File: src/include/conv_params.svh
`ifndef CONV_PARAMS_SVH
`define CONV_PARAMS_SVH

// frame length in samples
`define CONV_N 64

// filter length in taps
`define CONV_M 33

// width of samples, coefficients and outputs
`define CONV_T 16

// number of parallel lanes
// must divide the output count N - M + 1
`define CONV_P 4

`endif

File: src/verilog/conv_pkg.sv
`include "conv_params.svh"

package conv_pkg;

   // number of outputs per frame
   localparam int out_len = `CONV_N - `CONV_M + 1;

   typedef logic signed [`CONV_T-1:0] sample_t;
   typedef logic [$clog2(`CONV_N)-1:0] x_addr_t;
   typedef logic [$clog2(`CONV_M)-1:0] f_addr_t;
   // one extra bit so the count can reach N
   typedef logic [$clog2(`CONV_N):0] load_count_t;
   // runs to M + 1 to cover the read latency
   typedef logic [$clog2(`CONV_M)-1:0] tap_count_t;
   typedef logic [$clog2(out_len)-1:0] out_index_t;
   typedef logic [$clog2(`CONV_P)-1:0] lane_sel_t;

   typedef enum logic [1:0] {FRAME_INIT, FRAME_LOAD, FRAME_PROCESS} frame_state_t;
   typedef enum logic [2:0] {LANE_INIT, LANE_LOAD, LANE_CLEAR_ACC, LANE_FIRST_PIPE,
                             LANE_INC_INNER, LANE_WAIT_READY} lane_state_t;

endpackage

File: src/verilog/output_arbiter.sv
`timescale 1ns/1ps
`include "conv_params.svh"

module output_arbiter (
   input  logic               clk,
   input  logic               reset,
   input  logic [`CONV_P-1:0] lane_valid,
   input  logic [`CONV_P-1:0] lane_done,
   input  conv_pkg::sample_t  lane_data [`CONV_P],
   input  logic               y_ready,
   output logic [`CONV_P-1:0] lane_ready,
   output logic               y_valid,
   output conv_pkg::sample_t  y_data,
   output logic               frame_done
);

   // lane that owns the output port now
   conv_pkg::lane_sel_t ptr;
   logic last_lane;

   assign last_lane = (ptr == conv_pkg::lane_sel_t'(`CONV_P - 1));

   // only the granted lane sees the downstream ready
   always_comb begin
      lane_ready      = '0;
      lane_ready[ptr] = y_ready;
   end

   assign y_valid = lane_valid[ptr];
   assign y_data  = lane_data[ptr];

   // outputs leave in index order, so step one lane per transfer
   always_ff @(posedge clk) begin
      if (reset) begin
         ptr <= '0;
      end else if (y_valid && y_ready) begin
         if (last_lane) begin
            ptr <= '0;
         end else begin
            ptr <= ptr + 1'b1;
         end
      end
   end

   // last lane's final transfer closes the frame
   assign frame_done = lane_done[ptr] && last_lane;

endmodule

File: config.mk
export PLATFORM = sky130hd
export DESIGN_NAME = output_arbiter
export DESIGN_NICKNAME = d
export VERILOG_FILES = /design/src/verilog/conv_pkg.sv /design/src/verilog/output_arbiter.sv
export VERILOG_INCLUDE_DIRS = /design/src /design/src/include
export SDC_FILE = /design/constraint.sdc
export NUM_CORES = 1
export LEC_CHECK = 0
export ABC_AREA = 1
export ABC_CLOCK_PERIOD_IN_PS = 1700
export BUFFER_PORTS_ARGS = -buffer_cell sky130_fd_sc_hd__buf_4
export CAP_MARGIN = 20
export CORE_MARGIN = 5
export CORE_UTILIZATION = 33
export CTS_BUF_LIST = sky130_fd_sc_hd__clkbuf_8
export DETAILED_ROUTE_END_ITERATION = 8
export PLACE_DENSITY = 0.83
export RECOVER_POWER = 25
export SYNTH_ARGS = -nofsm -noshare
export SYNTH_HDL_FRONTEND = slang
export SYNTH_SLANG_ARGS = --single-unit
File: constraint.sdc
create_clock -name clk -period 1.7 [get_ports clk]
set_clock_uncertainty 0.15 [all_clocks]
set_input_delay 0.17 -clock clk [delete_from_list [all_inputs] [get_ports clk]]
set_output_delay 0.17 -clock clk [all_outputs]
set_load 0.01 [all_outputs]
* Yosys cells after proc, flatten, opt, wreduce, memory -nomap -nowiden *
Cells that the tools add are included.

cells by class
  add/sub/neg operators = 1
  order comparisons = 3
  eq/ne operators = 1
  muxes and demuxes = 10
  bitwise logic cells = 2
  reduce and logical (&&, ||, !) cells = 3

operator list
  cell                                                                   count
  16-bit binary-select mux with 2-bit select                             1
  16-bit two-way mux                                                     2
  4-bit AND                                                              1
  1-bit binary-select mux with 2-bit select                              2
  3-bit >= comparator, second input constant                             1
  1-bit logical AND                                                      3
  2-bit by 3-bit < comparator with 1-bit output, second input constant   1
  1-bit two-way mux                                                      3
  2-bit NOT with 3-bit output                                            1
  2-bit by 1-bit adder with 2-bit output, second input constant          1
  1-bit demux with 2-bit select                                          1
  2-bit equality test, second input constant                             1
  2-bit by 1-bit >= comparator with 1-bit output, second input constant  1
  2-bit two-way mux                                                      1

word-level totals
  register bits after elaboration = 2
  bits of input ports = 75
  output and inout port bits = 22
  logic and storage cells = 21

* Longest topological paths before layout *
Gate-level depths: netlist of run 1.

  depth after elaboration = 5
  gate-level depth with buffers = 9
  mapped depth without buffers = 7

* Worst setup path after synthesis of run 1 *
Ideal clock, no wire load.

  path kind = register to register
  start point = register ptr[0]
  end point = register ptr[1]
  library setup time = 109 ps
  arrival = 1,281 ps
  data required time = 1,441 ps
  slack = 160 ps
  stages on the path, launching flop included = 10
  path buffers = 3
  clock period less this slack = 1,540 ps
  path through = dfxtp_1 buf_6 inv_4 buf_12 buf_6 ha_1 inv_1 nand4_1 nand2_1 inv_1

on the way
  word-level cells in the longest chain between the ends = 3
  elaborated cells on any way between the ends = 6
  classes of those cells = 1 x add/sub; 1 x eq/ne; 3 x mux; 1 x reduce/logical

ends and longest elaborated chain
  item                                       RTL line              RTL
  start, declared                            output_arbiter.sv:18  conv_pkg::lane_sel_t ptr;
  start signal, assigned                     output_arbiter.sv:40  ptr <= ptr + 1'b1;
  1-bit binary-select mux with 2-bit select  output_arbiter.sv:29  assign y_valid = lane_valid[ptr];
  1-bit two-way mux (implied by the code)    output_arbiter.sv:29
  1-bit logical AND                          output_arbiter.sv:36  end else if (y_valid && y_ready) begin

Several ways; a longest one is shown, not always the timed one. The select of a mux whose other input is x is not followed.
A chain may end at the register's enable or synchronous reset.

* Worst setup path after layout of run 1 *
  start point = register ptr[0]
  end point = output port y_valid

on the way
  word-level cells in the longest chain between the ends = 2

ends and longest elaborated chain
  item                                       RTL line              RTL
  1-bit binary-select mux with 2-bit select  output_arbiter.sv:29
  1-bit two-way mux (implied by the code)    output_arbiter.sv:29
  end, declared                              output_arbiter.sv:12  output logic y_valid,

No other way between the ends. The select of a mux whose other input is x is not followed.

==> flow_summary_export.csv, run 1 <==
group,metric,value,unit
critical_path,r2r-end,"ptr[1]",
logic_synthesis,synth_area,755.7,um^2
finish,fin_util,69.85,%
cts,cts_tree,"yes",
floorplanning,num_rows,17,
floorplanning,die_x,57.86,um
cts,cts_buffer_depth,2,
place,dp_cells,255,
finish,nets,311,
logic_synthesis,synthCells,135,
cts,htree_levels,1,
logic_synthesis,synthTopCellsByArea,"nor2_1, o21ai_0, o22ai_1",
timing,final-setup-viol-count,0,
place,place.gp.congestion,0.8811,
finish,area_growth_syn_to_layout,102.5,%
timing,tightest_slew,0.1708,ns
timing,hold_viol_final,0,
flow_run,maxCapViolCount,0,
logic_synthesis,synth_top_area_cell,"nor2_1",
place,dpl_cell_area,1468,um^2
logic_synthesis,synthMostInstantiatedCell,"nor2_1",
grt,grt_overflow,0,
power_and_ir_drop,cellLeakagePower,0.8209,nW
hold_path,hold_path.class,"primary input to flip-flop",
place,dp_slack,0.1558,ns
route,drc,0,
grt,antenna_found_initial,0,
logic_synthesis,ys_seq_area_share,5.298,%
floorplanning,start_util,34.49,%
timing,min_period_over_period,94.03,%
timing,drv_slew,0,
hold_path,min-delay-start,"reset",
cts,clkTransAtPathRegs,0.03,ns
grt,grt_pass1_vias,1140,
power_and_ir_drop,total_power,0.8751,mW
finish,fin_area,1530,um^2
place,dp_hpwl,2732,um
critical_path,startpoint_type,"flip-flop",
finish,layout-drive-gt1-share,48.70,%
logic_synthesis,synth_commonest_cells,"nor2_1, o21ai_0, o22ai_1",
timing,finalCriticalPeriod,1.599,ns
route,routed_via_density,5.112,
finish,largest_register_ff_count,2,
timing,grt_setup_unrepaired,"yes",
critical_path,reg2reg_from,"ptr[1]",
critical_path,crit_type,"flip-flop to output port",
floorplanning,io_pins,97,
timing,tns,0,ns
logic_synthesis,synth_top_area_share,19.37,%
grt,grt_pass1_wl,5216,um
finish,stdcell_count,258,
logic_synthesis,ys_warn_count,0,
critical_path,cp-startpoint,"ptr[0]",
critical_path,r2r_slack,0.36,ns
hold_path,hold-path-cell-count,4,
timing,setup_ws,0.1015,ns
finish,top_regs,"ptr: 2 flops",
grt,grt_use_total,19.33,%
finish,regMostFlops,"ptr",
logic_synthesis,syn_nets,214,
logic_synthesis,synth_ff_type,"dfxtp_1",
cts,clock_latency,0.21,ns
floorplanning,die_y,57.86,um
cts,root_buffer,"clkbuf_8",
power_and_ir_drop,ir_drop,0.4611,mV
timing,clock.fmax,625.6,MHz
floorplanning,die_area,3347,um^2
place,port_buffers,96,
timing,relSlewSlack,88.49,%
route,vias,1319,
logic_synthesis,synthArstFlopShare,0,%
outcome,status,"complete, no violations",
hold_path,holdPathEnd,"ptr[1]",
route,wirelength,3422,um
route,firstDrtPassIters,4,
cts,postCtsHoldBufs,0,
timing,hold_slack,0.05758,ns
logic_synthesis,synth-edff-count,0,
critical_path,cp.arrival,1.28,ns
critical_path,r2r_cells,7,
power_and_ir_drop,power.density,571.9,nW/um^2
grt,grt_max_degree,33,
logic_synthesis,synth.distinct_cells,23,
critical_path,crit_required,1.38,ns
route,drtIter0Drc,35,
route,ant_nets,0,
critical_path,cp_max_fo,24,
logic_synthesis,ys_ff_latch,2,
cts,cts.sinks,2,
critical_path,end_kind,"output port",
floorplanning,core-area,2191,um^2
cts,numCtsBuffers,3,
route,wl_per_cell,13.26,um
logic_synthesis,syn_area_per_cell,5.598,um^2
finish,antenna_cells,0,
-- cells by family after synthesis --
logic type      count (synthesis)  share of synthesized area (%)
buf+inv                        20                          17.55
simple gates                   57                          33.11
compound gates                 52                          37.42
fa+ha+maj                       4                          6.623
flops                           2                          5.298
-- power breakdown --
| part | switching, mW | internal (mW) | total [mW] |
|---|---|---|---|
| sequential | 0.00895 | 0.0538 | 0.0628 |
| clock | 0.0365 | 0.150 | 0.186 |
| combinational | 0.294 | 0.332 | 0.626 |
-- repair_timing --
item,4_1_cts,5_1_grt
buffers inserted,0,0
gates cloned,0,0
resized for setup,1,7
endpoints found under the setup margin,4,7
-- layout make-up --
class,count,area [um^2]
timing repair buffer,103,785.8
fill,204,660.6
multi-input combinational,113,583.1
sequential,2,43.79
clock buffer,3,41.29
inverter,9,41.29
tap,28,35.03
-- critical path, cell delays in order, from the launching register on --
cell	delay (ns)
dfxtp_4	0.36
buf_12	0.16
nand2_1	0.09
nand3_1	0.14
and2_1	0.19
buf_4	0.14
-- cell usage in the layout, fill, tap and decap left out --
| cell | netlist | layout |
|---|---|---|
| nand3_1 | 1 | 1 |
| a21oi_1 | 1 | 1 |
| inv_1 | 8 | 8 |
| dfxtp_1 | 2 | 1 |
| nand2_1 | 11 | 11 |
| nand3_2 | 1 | 1 |
| o21ai_1 | 12 | 12 |
| buf_4 | 1 | 102 |
| nand2_4 | 1 | 1 |
| nor2_1 | 39 | 39 |
| nand4_1 | 1 | 1 |
| clkbuf_8 | 0 | 3 |
| ha_1 | 4 | 4 |
| o22ai_1 | 16 | 16 |
| buf_12 | 1 | 1 |
| dfxtp_4 | 0 | 1 |
| nor2_2 | 1 | 1 |
| and2_1 | 1 | 1 |
| inv_8 | 0 | 1 |
| o21ai_0 | 22 | 22 |
| a21boi_1 | 0 | 1 |
| nand3_4 | 1 | 1 |
-- per-layer routing --
layer	wire, um	up-vias	GRT usage, %
li1	-	655	-
met1	1142	600	20.53
met2	1831	62	36.77
met3	434	2	6.236
met4	13	0	3.974
met5	0	-	0
-- worst max-delay path by stage --
| stage | end | slack [ns] | cells after the start |
|---|---|---|---|
| 3_3_place_gp | frame_done | 0.20 | 6 |
| 3_5_place_dp | frame_done | 0.16 | 4 |
| 4_1_cts | frame_done | -0.03 | 6 |
| 2_1_floorplan | ptr[1] | 0.16 | 9 |
| 6_report | y_valid | 0.10 | 5 |
| 5_1_grt | frame_done | -0.03 | 6 |
Power figures use the tool's default switching activity.
==> run 2: changes to the inputs <==
Settings changed: ABC_AREA 1 to unset, CORE_UTILIZATION 33 to 30, PLACE_DENSITY 0.83 to 0.81, SKIP_LAST_GASP set to 1.
==> run 2 against run 1 <==
- the flow now finishes with violations (setup timing)
- sequential power shrank 3%
- critical endpoint is now y_data[15]
- hold slack gained 0.076 ns
- via count shrank 32%
- utilization grew 3.4 points
- total power shrank 9.6%
- combinational power shrank 13%
- sequential cell count is the same
- highest routed layer unchanged
==> flow_summary_export.csv, run 2 <==
group,metric,value,unit
outcome,status,"complete, but fails checks",
outcome,violations,"setup timing",
critical_path,crit_required,1.38,ns
critical_path,cpMostUsedCell,"buf_12",
grt,grt_use_total,21.06,%
cts,htree_levels,1,
critical_path,cp_num_buf_inv,3,
cts,root_buffer,"clkbuf_8",
route,ant_nets,0,
cts,cts_tree,"yes",
logic_synthesis,ys_seq_area_share,6.072,%
grt,grt_max_degree,13,
critical_path,crit_chain,"buf_12, buf_12, mux4_2, buf_6",
floorplanning,num_rows,17,
floorplanning,io_pins,97,
place,dp_cells,172,
hold_path,hold_path.class,"primary input to flip-flop",
place,dp_slack,0.06255,ns
timing,relSlewSlack,85.82,%
place,port_buffers,96,
logic_synthesis,synth_ff_type,"dfxtp_1",
finish,top_regs,"ptr: 2 flops",
finish,antenna_cells,0,
grt,grt_pass1_vias,1031,
logic_synthesis,syn_area_per_cell,13.74,um^2
logic_synthesis,synth_top_area_share,34.16,%
floorplanning,die_y,56.88,um
floorplanning,die_area,3235,um^2
timing,final-setup-viol-count,14,
logic_synthesis,syn_nets,127,
route,vias,897,
grt,grt_pass1_wl,5250,um
power_and_ir_drop,power.density,502.7,nW/um^2
route,met3_length,241,um
route,highest_layer,"met4",
grt,grt_overflow,0,
logic_synthesis,synthArstFlopShare,0,%
critical_path,startpoint_type,"flip-flop",
route,firstDrtPassIters,4,
route,drc,0,
power_and_ir_drop,ir_drop,0.5895,mV
logic_synthesis,synth_area,659.4,um^2
timing,min_period_over_period,104.0,%
power_and_ir_drop,comb_power_share,68.7,%
place,place.gp.congestion,0.8300,
cts,numCtsBuffers,3,
critical_path,cpMaxStageDelayCell,"mux4_2",
logic_synthesis,synth.distinct_cells,20,
floorplanning,core-area,2148,um^2
cts,clock_latency,0.21,ns
finish,area_growth_syn_to_layout,138.7,%
flow_run,maxCapViolCount,0,
route,wirelength,3226,um
critical_path,crit_type,"flip-flop to output port",
timing,setup_ws,-0.06876,ns
power_and_ir_drop,p_clk_share,23.6,%
place,dpl_cell_area,1428,um^2
power_and_ir_drop,p_sw_share,28.21,%
finish,nets,233,
logic_synthesis,synth_top_area_cell,"mux4_2",
floorplanning,start_util,30.69,%
logic_synthesis,synthCells,48,
cts,cts.sinks,2,
finish,layout_common_cells,"buf_4, mux4_2, buf_6",
floorplanning,die_x,56.88,um
finish,regMostFlops,"ptr",
power_and_ir_drop,power_frac_seq,7.7,%
logic_synthesis,synthTopCellsByArea,"mux4_2, mux4_1, ha_1",
critical_path,cp_max_fo,6,
logic_synthesis,synth_commonest_cells,"mux4_2, mux4_1, and2_1",
critical_path,cp.arrival,1.45,ns
finish,fill_cells,157,
finish,layout-drive-gt1-share,86.18,%
power_and_ir_drop,cellLeakagePower,0.7446,nW
timing,grt_setup_unrepaired,"yes",
critical_path,slowest_delay,0.51,ns
finish,fin_util,73.27,%
timing,clock.fmax,565.4,MHz
finish,largest_register_ff_count,2,
power_and_ir_drop,p_switching,0.2232,mW
timing,drv_slew,0,
logic_synthesis,synth-edff-count,0,
timing,hold_slack,0.1338,ns
critical_path,critical-path-top-delay-family,"multiplexers",
route,wl_per_cell,17.92,um
cts,clkTransAtPathRegs,0.03,ns
route,met2_length,1799,um
logic_synthesis,ys_warn_count,0,
grt,antenna_found_initial,0,
route,routed_via_density,4.983,
finish,stdcell_count,180,
route,met1_length,1080,um
finish,fin_area,1574,um^2
timing,finalCriticalPeriod,1.769,ns
logic_synthesis,ys_ff_latch,2,
timing,hold_viol_final,0,
cts,cts_buffer_depth,2,
timing,tightest_slew,0.2086,ns
route,drtIter0Drc,35,
logic_synthesis,synthMostInstantiatedCell,"mux4_2",
place,dp_hpwl,2528,um
finish,layout_commonest_cell,"buf_4",
power_and_ir_drop,intPower,0.5681,mW
critical_path,end_kind,"output port",
==> run 2: changes by cell type in the layout (fill, tap and decap cells not counted), sizes merged, moves of 4 or more <==
cell   delta
nor2     -38
inv       -7
o21ai    -33
and2      +4
o22ai    -16
mux4     +17
nand2    -11
==> run 2: through the flow <==
| step | TNS (ns) | power, mW |
|---|---|---|
| floorplan | 0 | 0.2753 |
| global placement | 0 | 0.5176 |
| detailed placement | 0 | 0.5290 |
| CTS | -1.009 | 0.8168 |
| global route | -1.348 | 0.8473 |
| finish | -0.5502 | 0.7913 |
==> run 2: power groups by stage <==
| stage | Sequential, mW | Combinational [mW] | Clock, mW |
|---|---|---|---|
| after floorplan | 0.0595 | 0.216 | 0 |
| after global placement | 0.0631 | 0.455 | 0 |
| after detailed placement | 0.0638 | 0.465 | 0 |
| after CTS | 0.0605 | 0.562 | 0.194 |
| after global routing | 0.0620 | 0.582 | 0.204 |
| final | 0.0611 | 0.544 | 0.187 |
==> run 2: area by class of cell <==
type                            instances  area (um^2)  share of cell area, %
Tap cell                               28        35.03                  2.226
Inverter                                2        7.507                 0.4769
Multi-Input combinational cell         40        576.8                  36.65
Timing Repair Buffer                  105        868.3                  55.17
Sequential cell                         2        45.04                  2.862
Clock buffer                            3        41.29                  2.623
==> run 2: cell families (layout without fill, tap and decap cells) <==
group / count (synthesis) / after routing / synth area share [%]
flip-flops: 2 / 2 / 6.072
adder cells (fa/ha/maj): 4 / 4 / 7.590
buffers and inverters: 6 / 110 / 5.881
AO/OA/AOI/OAI: 4 / 4 / 3.605
multiplexers: 20 / 20 / 66.98
AND/OR/NAND/NOR: 12 / 12 / 9.867
==> run 2: worst reg2reg max path, cell delays in order, from the launching register on <==
cell and delay, ns:
dfxtp_4 0.35, buf_12 0.13, buf_4 0.14, mux2_4 0.31
a2bb2oi_1 0.14, mux2_2 0.34
==> run 2: final timing paths <==
path | from | end | slack, ns | cells past startpoint
max | ptr[0] | y_data[15] | -0.07 | 4
max reg2reg | ptr[0] | ptr[0] | 0.03 | 5
min | y_ready | ptr[1] | 0.13 | 3
min reg2reg | ptr[1] | ptr[1] | 0.41 | 2
==> run 2: timing repair <==
action,CTS,global route
hold buffers,1,0
resized for setup,26,3
setup endpoints to repair,20,21
gates cloned,1,0
endpoints found under the hold margin,1,0
pin swaps,1,0
buffers inserted,4,0
==> run 2: routing by layer <==
| layer | global-route usage, % | vias to the layer above |
|---|---|---|
| met1 | 22.75 | 433 |
| li1 | - | 410 |
| met3 | 4.828 | 10 |
| met2 | 38.01 | 44 |
| met5 | 0 | - |
| met4 | 9.934 | 0 |
==> run 3: changes to the inputs <==
Settings changed: ABC_CLOCK_PERIOD_IN_PS 1700 to 1770.
Clock period 1.7 ns to 1.77 ns, I/O delays scaled along.
==> run 3 against run 2 <==
- the flow still finishes with violations (setup timing)
- die area stayed put
- total power is 7.2% lower
- utilization is 0.70 points lower
- global-route usage is 2.6 points lower
- critical endpoint is now y_data[8]
- largest cell class unchanged
- largest power group unchanged
==> flow_summary_export.csv, run 3 (synthesized netlist as in run 2, its figures left out) <==
group,metric,value,unit
route,ant_nets,0,
grt,grt_max_degree,17,
cts,htree_levels,1,
cts,cts_buffer_depth,2,
place,place.gp.congestion,0.7562,
finish,area_growth_syn_to_layout,136.4,%
hold_path,hold_path.class,"primary input to flip-flop",
timing,tightest_slew,0.2291,ns
timing,clock.fmax,553.5,MHz
finish,top_regs,"ptr: 2 flops",
place,port_buffers,96,
finish,nets,232,
route,wl_per_cell,17.67,um
critical_path,crit_required,1.44,ns
outcome,status,"complete, but fails checks",
critical_path,cp.arrival,1.48,ns
floorplanning,core-area,2148,um^2
finish,layout-drive-gt1-share,79.47,%
outcome,violations,"setup timing",
route,routed_via_density,4.899,
timing,min_period_over_period,102.1,%
cts,clkTransAtPathRegs,0.03,ns
cts,root_buffer,"clkbuf_8",
critical_path,crit_chain,"buf_12, buf_12, mux4_2, buf_6",
route,wirelength,3163,um
grt,grt_overflow,0,
critical_path,cp_max_fo,7,
flow_run,maxCapViolCount,0,
power_and_ir_drop,cellLeakagePower,0.7518,nW
floorplanning,io_pins,97,
critical_path,startpoint_type,"flip-flop",
timing,grt_setup_unrepaired,"yes",
timing,drv_slew,0,
grt,grt_use_total,18.48,%
timing,finalCriticalPeriod,1.807,ns
floorplanning,die_area,3235,um^2
route,drc,0,
cts,cts_tree,"yes",
cts,clock_latency,0.21,ns
grt,grt_pass1_vias,958,
place,dp_slack,0.06639,ns
timing,tns,-0.1949,ns
critical_path,cp_num_buf_inv,3,
critical_path,critical-path-top-delay-family,"multiplexers",
power_and_ir_drop,ir_drop,0.6391,mV
cts,cts.sinks,2,
power_and_ir_drop,power.density,470.8,nW/um^2
cts,numCtsBuffers,3,
grt,antenna_found_initial,0,
floorplanning,start_util,30.69,%
critical_path,cpMostUsedCell,"buf_12",
finish,layout_common_cells,"buf_4, mux4_2, buf_6",
route,drtIter0Drc,14,
critical_path,end_kind,"output port",
critical_path,crit_type,"flip-flop to output port",
finish,layout_commonest_cell,"buf_4",
route,firstDrtPassIters,4,
timing,hold_viol_final,0,
floorplanning,die_y,56.88,um
route,vias,877,
floorplanning,die_x,56.88,um
timing,final-setup-viol-count,10,
timing,relSlewSlack,84.29,%
finish,regMostFlops,"ptr",
critical_path,cpMaxStageDelayCell,"mux4_2",
finish,largest_register_ff_count,2,
grt,grt_pass1_wl,4678,um
floorplanning,num_rows,17,
timing,setup_ws,-0.03656,ns
critical_path,slowest_delay,0.52,ns
finish,antenna_cells,0,
-- run 3: cell types whose count changed in the layout (fill, tap and decap cells not counted), sizes merged --
cell	before	now
buf	104	101
clkbuf	3	5
-- run 3: final cells by class --
class,instances,area [um^2]
Fill cell,147,589.3
Inverter,2,7.507
Tap cell,28,35.03
Timing Repair Buffer,104,852.1
Multi-Input combinational cell,40,579.3
Sequential cell,2,43.79
Clock buffer,3,41.29
-- run 3: metrics by stage --
step,total power [mW],instance area [um^2],utilization [%],hold slack (ns),std cells
2_1_floorplan,0.2637,659.4,-,0.09607,48
3_3_place_gp,0.4956,1426,66.39,0.2072,172
3_5_place_dp,0.5083,1426,66.39,0.2096,172
4_1_cts,0.7086,1506,70.12,0.1494,178
5_1_grt,0.7772,1559,72.57,0.1614,179
6_report,0.7340,1559,72.57,0.1488,179
-- run 3: final timing paths --
check,from,to,slack (ns),depth (start not counted)
worst max register to register,ptr[0],ptr[0],0.11,4
worst min register to register,ptr[1],ptr[1],0.55,3
worst min-delay path,y_ready,ptr[1],0.15,3
worst max-delay path,ptr[0],y_data[8],-0.04,4
-- run 3: where the power goes --
group | total [mW] | switching, mW | internal, mW
Combinational | 0.501 | 0.163 | 0.338
Sequential | 0.0576 | 0.00698 | 0.0506
Clock | 0.176 | 0.0322 | 0.143
Total | 0.734 | 0.202 | 0.532
-- run 3: timing repair --
action / CTS / global route
hold buffers: 1 / 0
setup endpoints to repair: 13 / 14
resized for setup: 1 / 11
cloned: 0 / 1
buffers inserted: 2 / 0
pin swaps: 0 / 1
endpoints found under the hold margin: 1 / 0
-- run 3: worst reg2reg max path, cell delays in order (launching register included) --
cell	delay (ns)
dfxtp_4	0.36
buf_4	0.14
mux2_2	0.36
a2bb2oi_1	0.18
mux2_2	0.35
-- run 3: metal layers --
metal / GRT usage (%) / vias to the layer above / part of all wire, %
met2: 37.52 / 45 / 59
met1: 17.18 / 411 / 32
met4: 5.629 / 0 / 1.6
met3: 5.057 / 6 / 7.7
li1: - / 415 / -
met5: 0 / - / 0
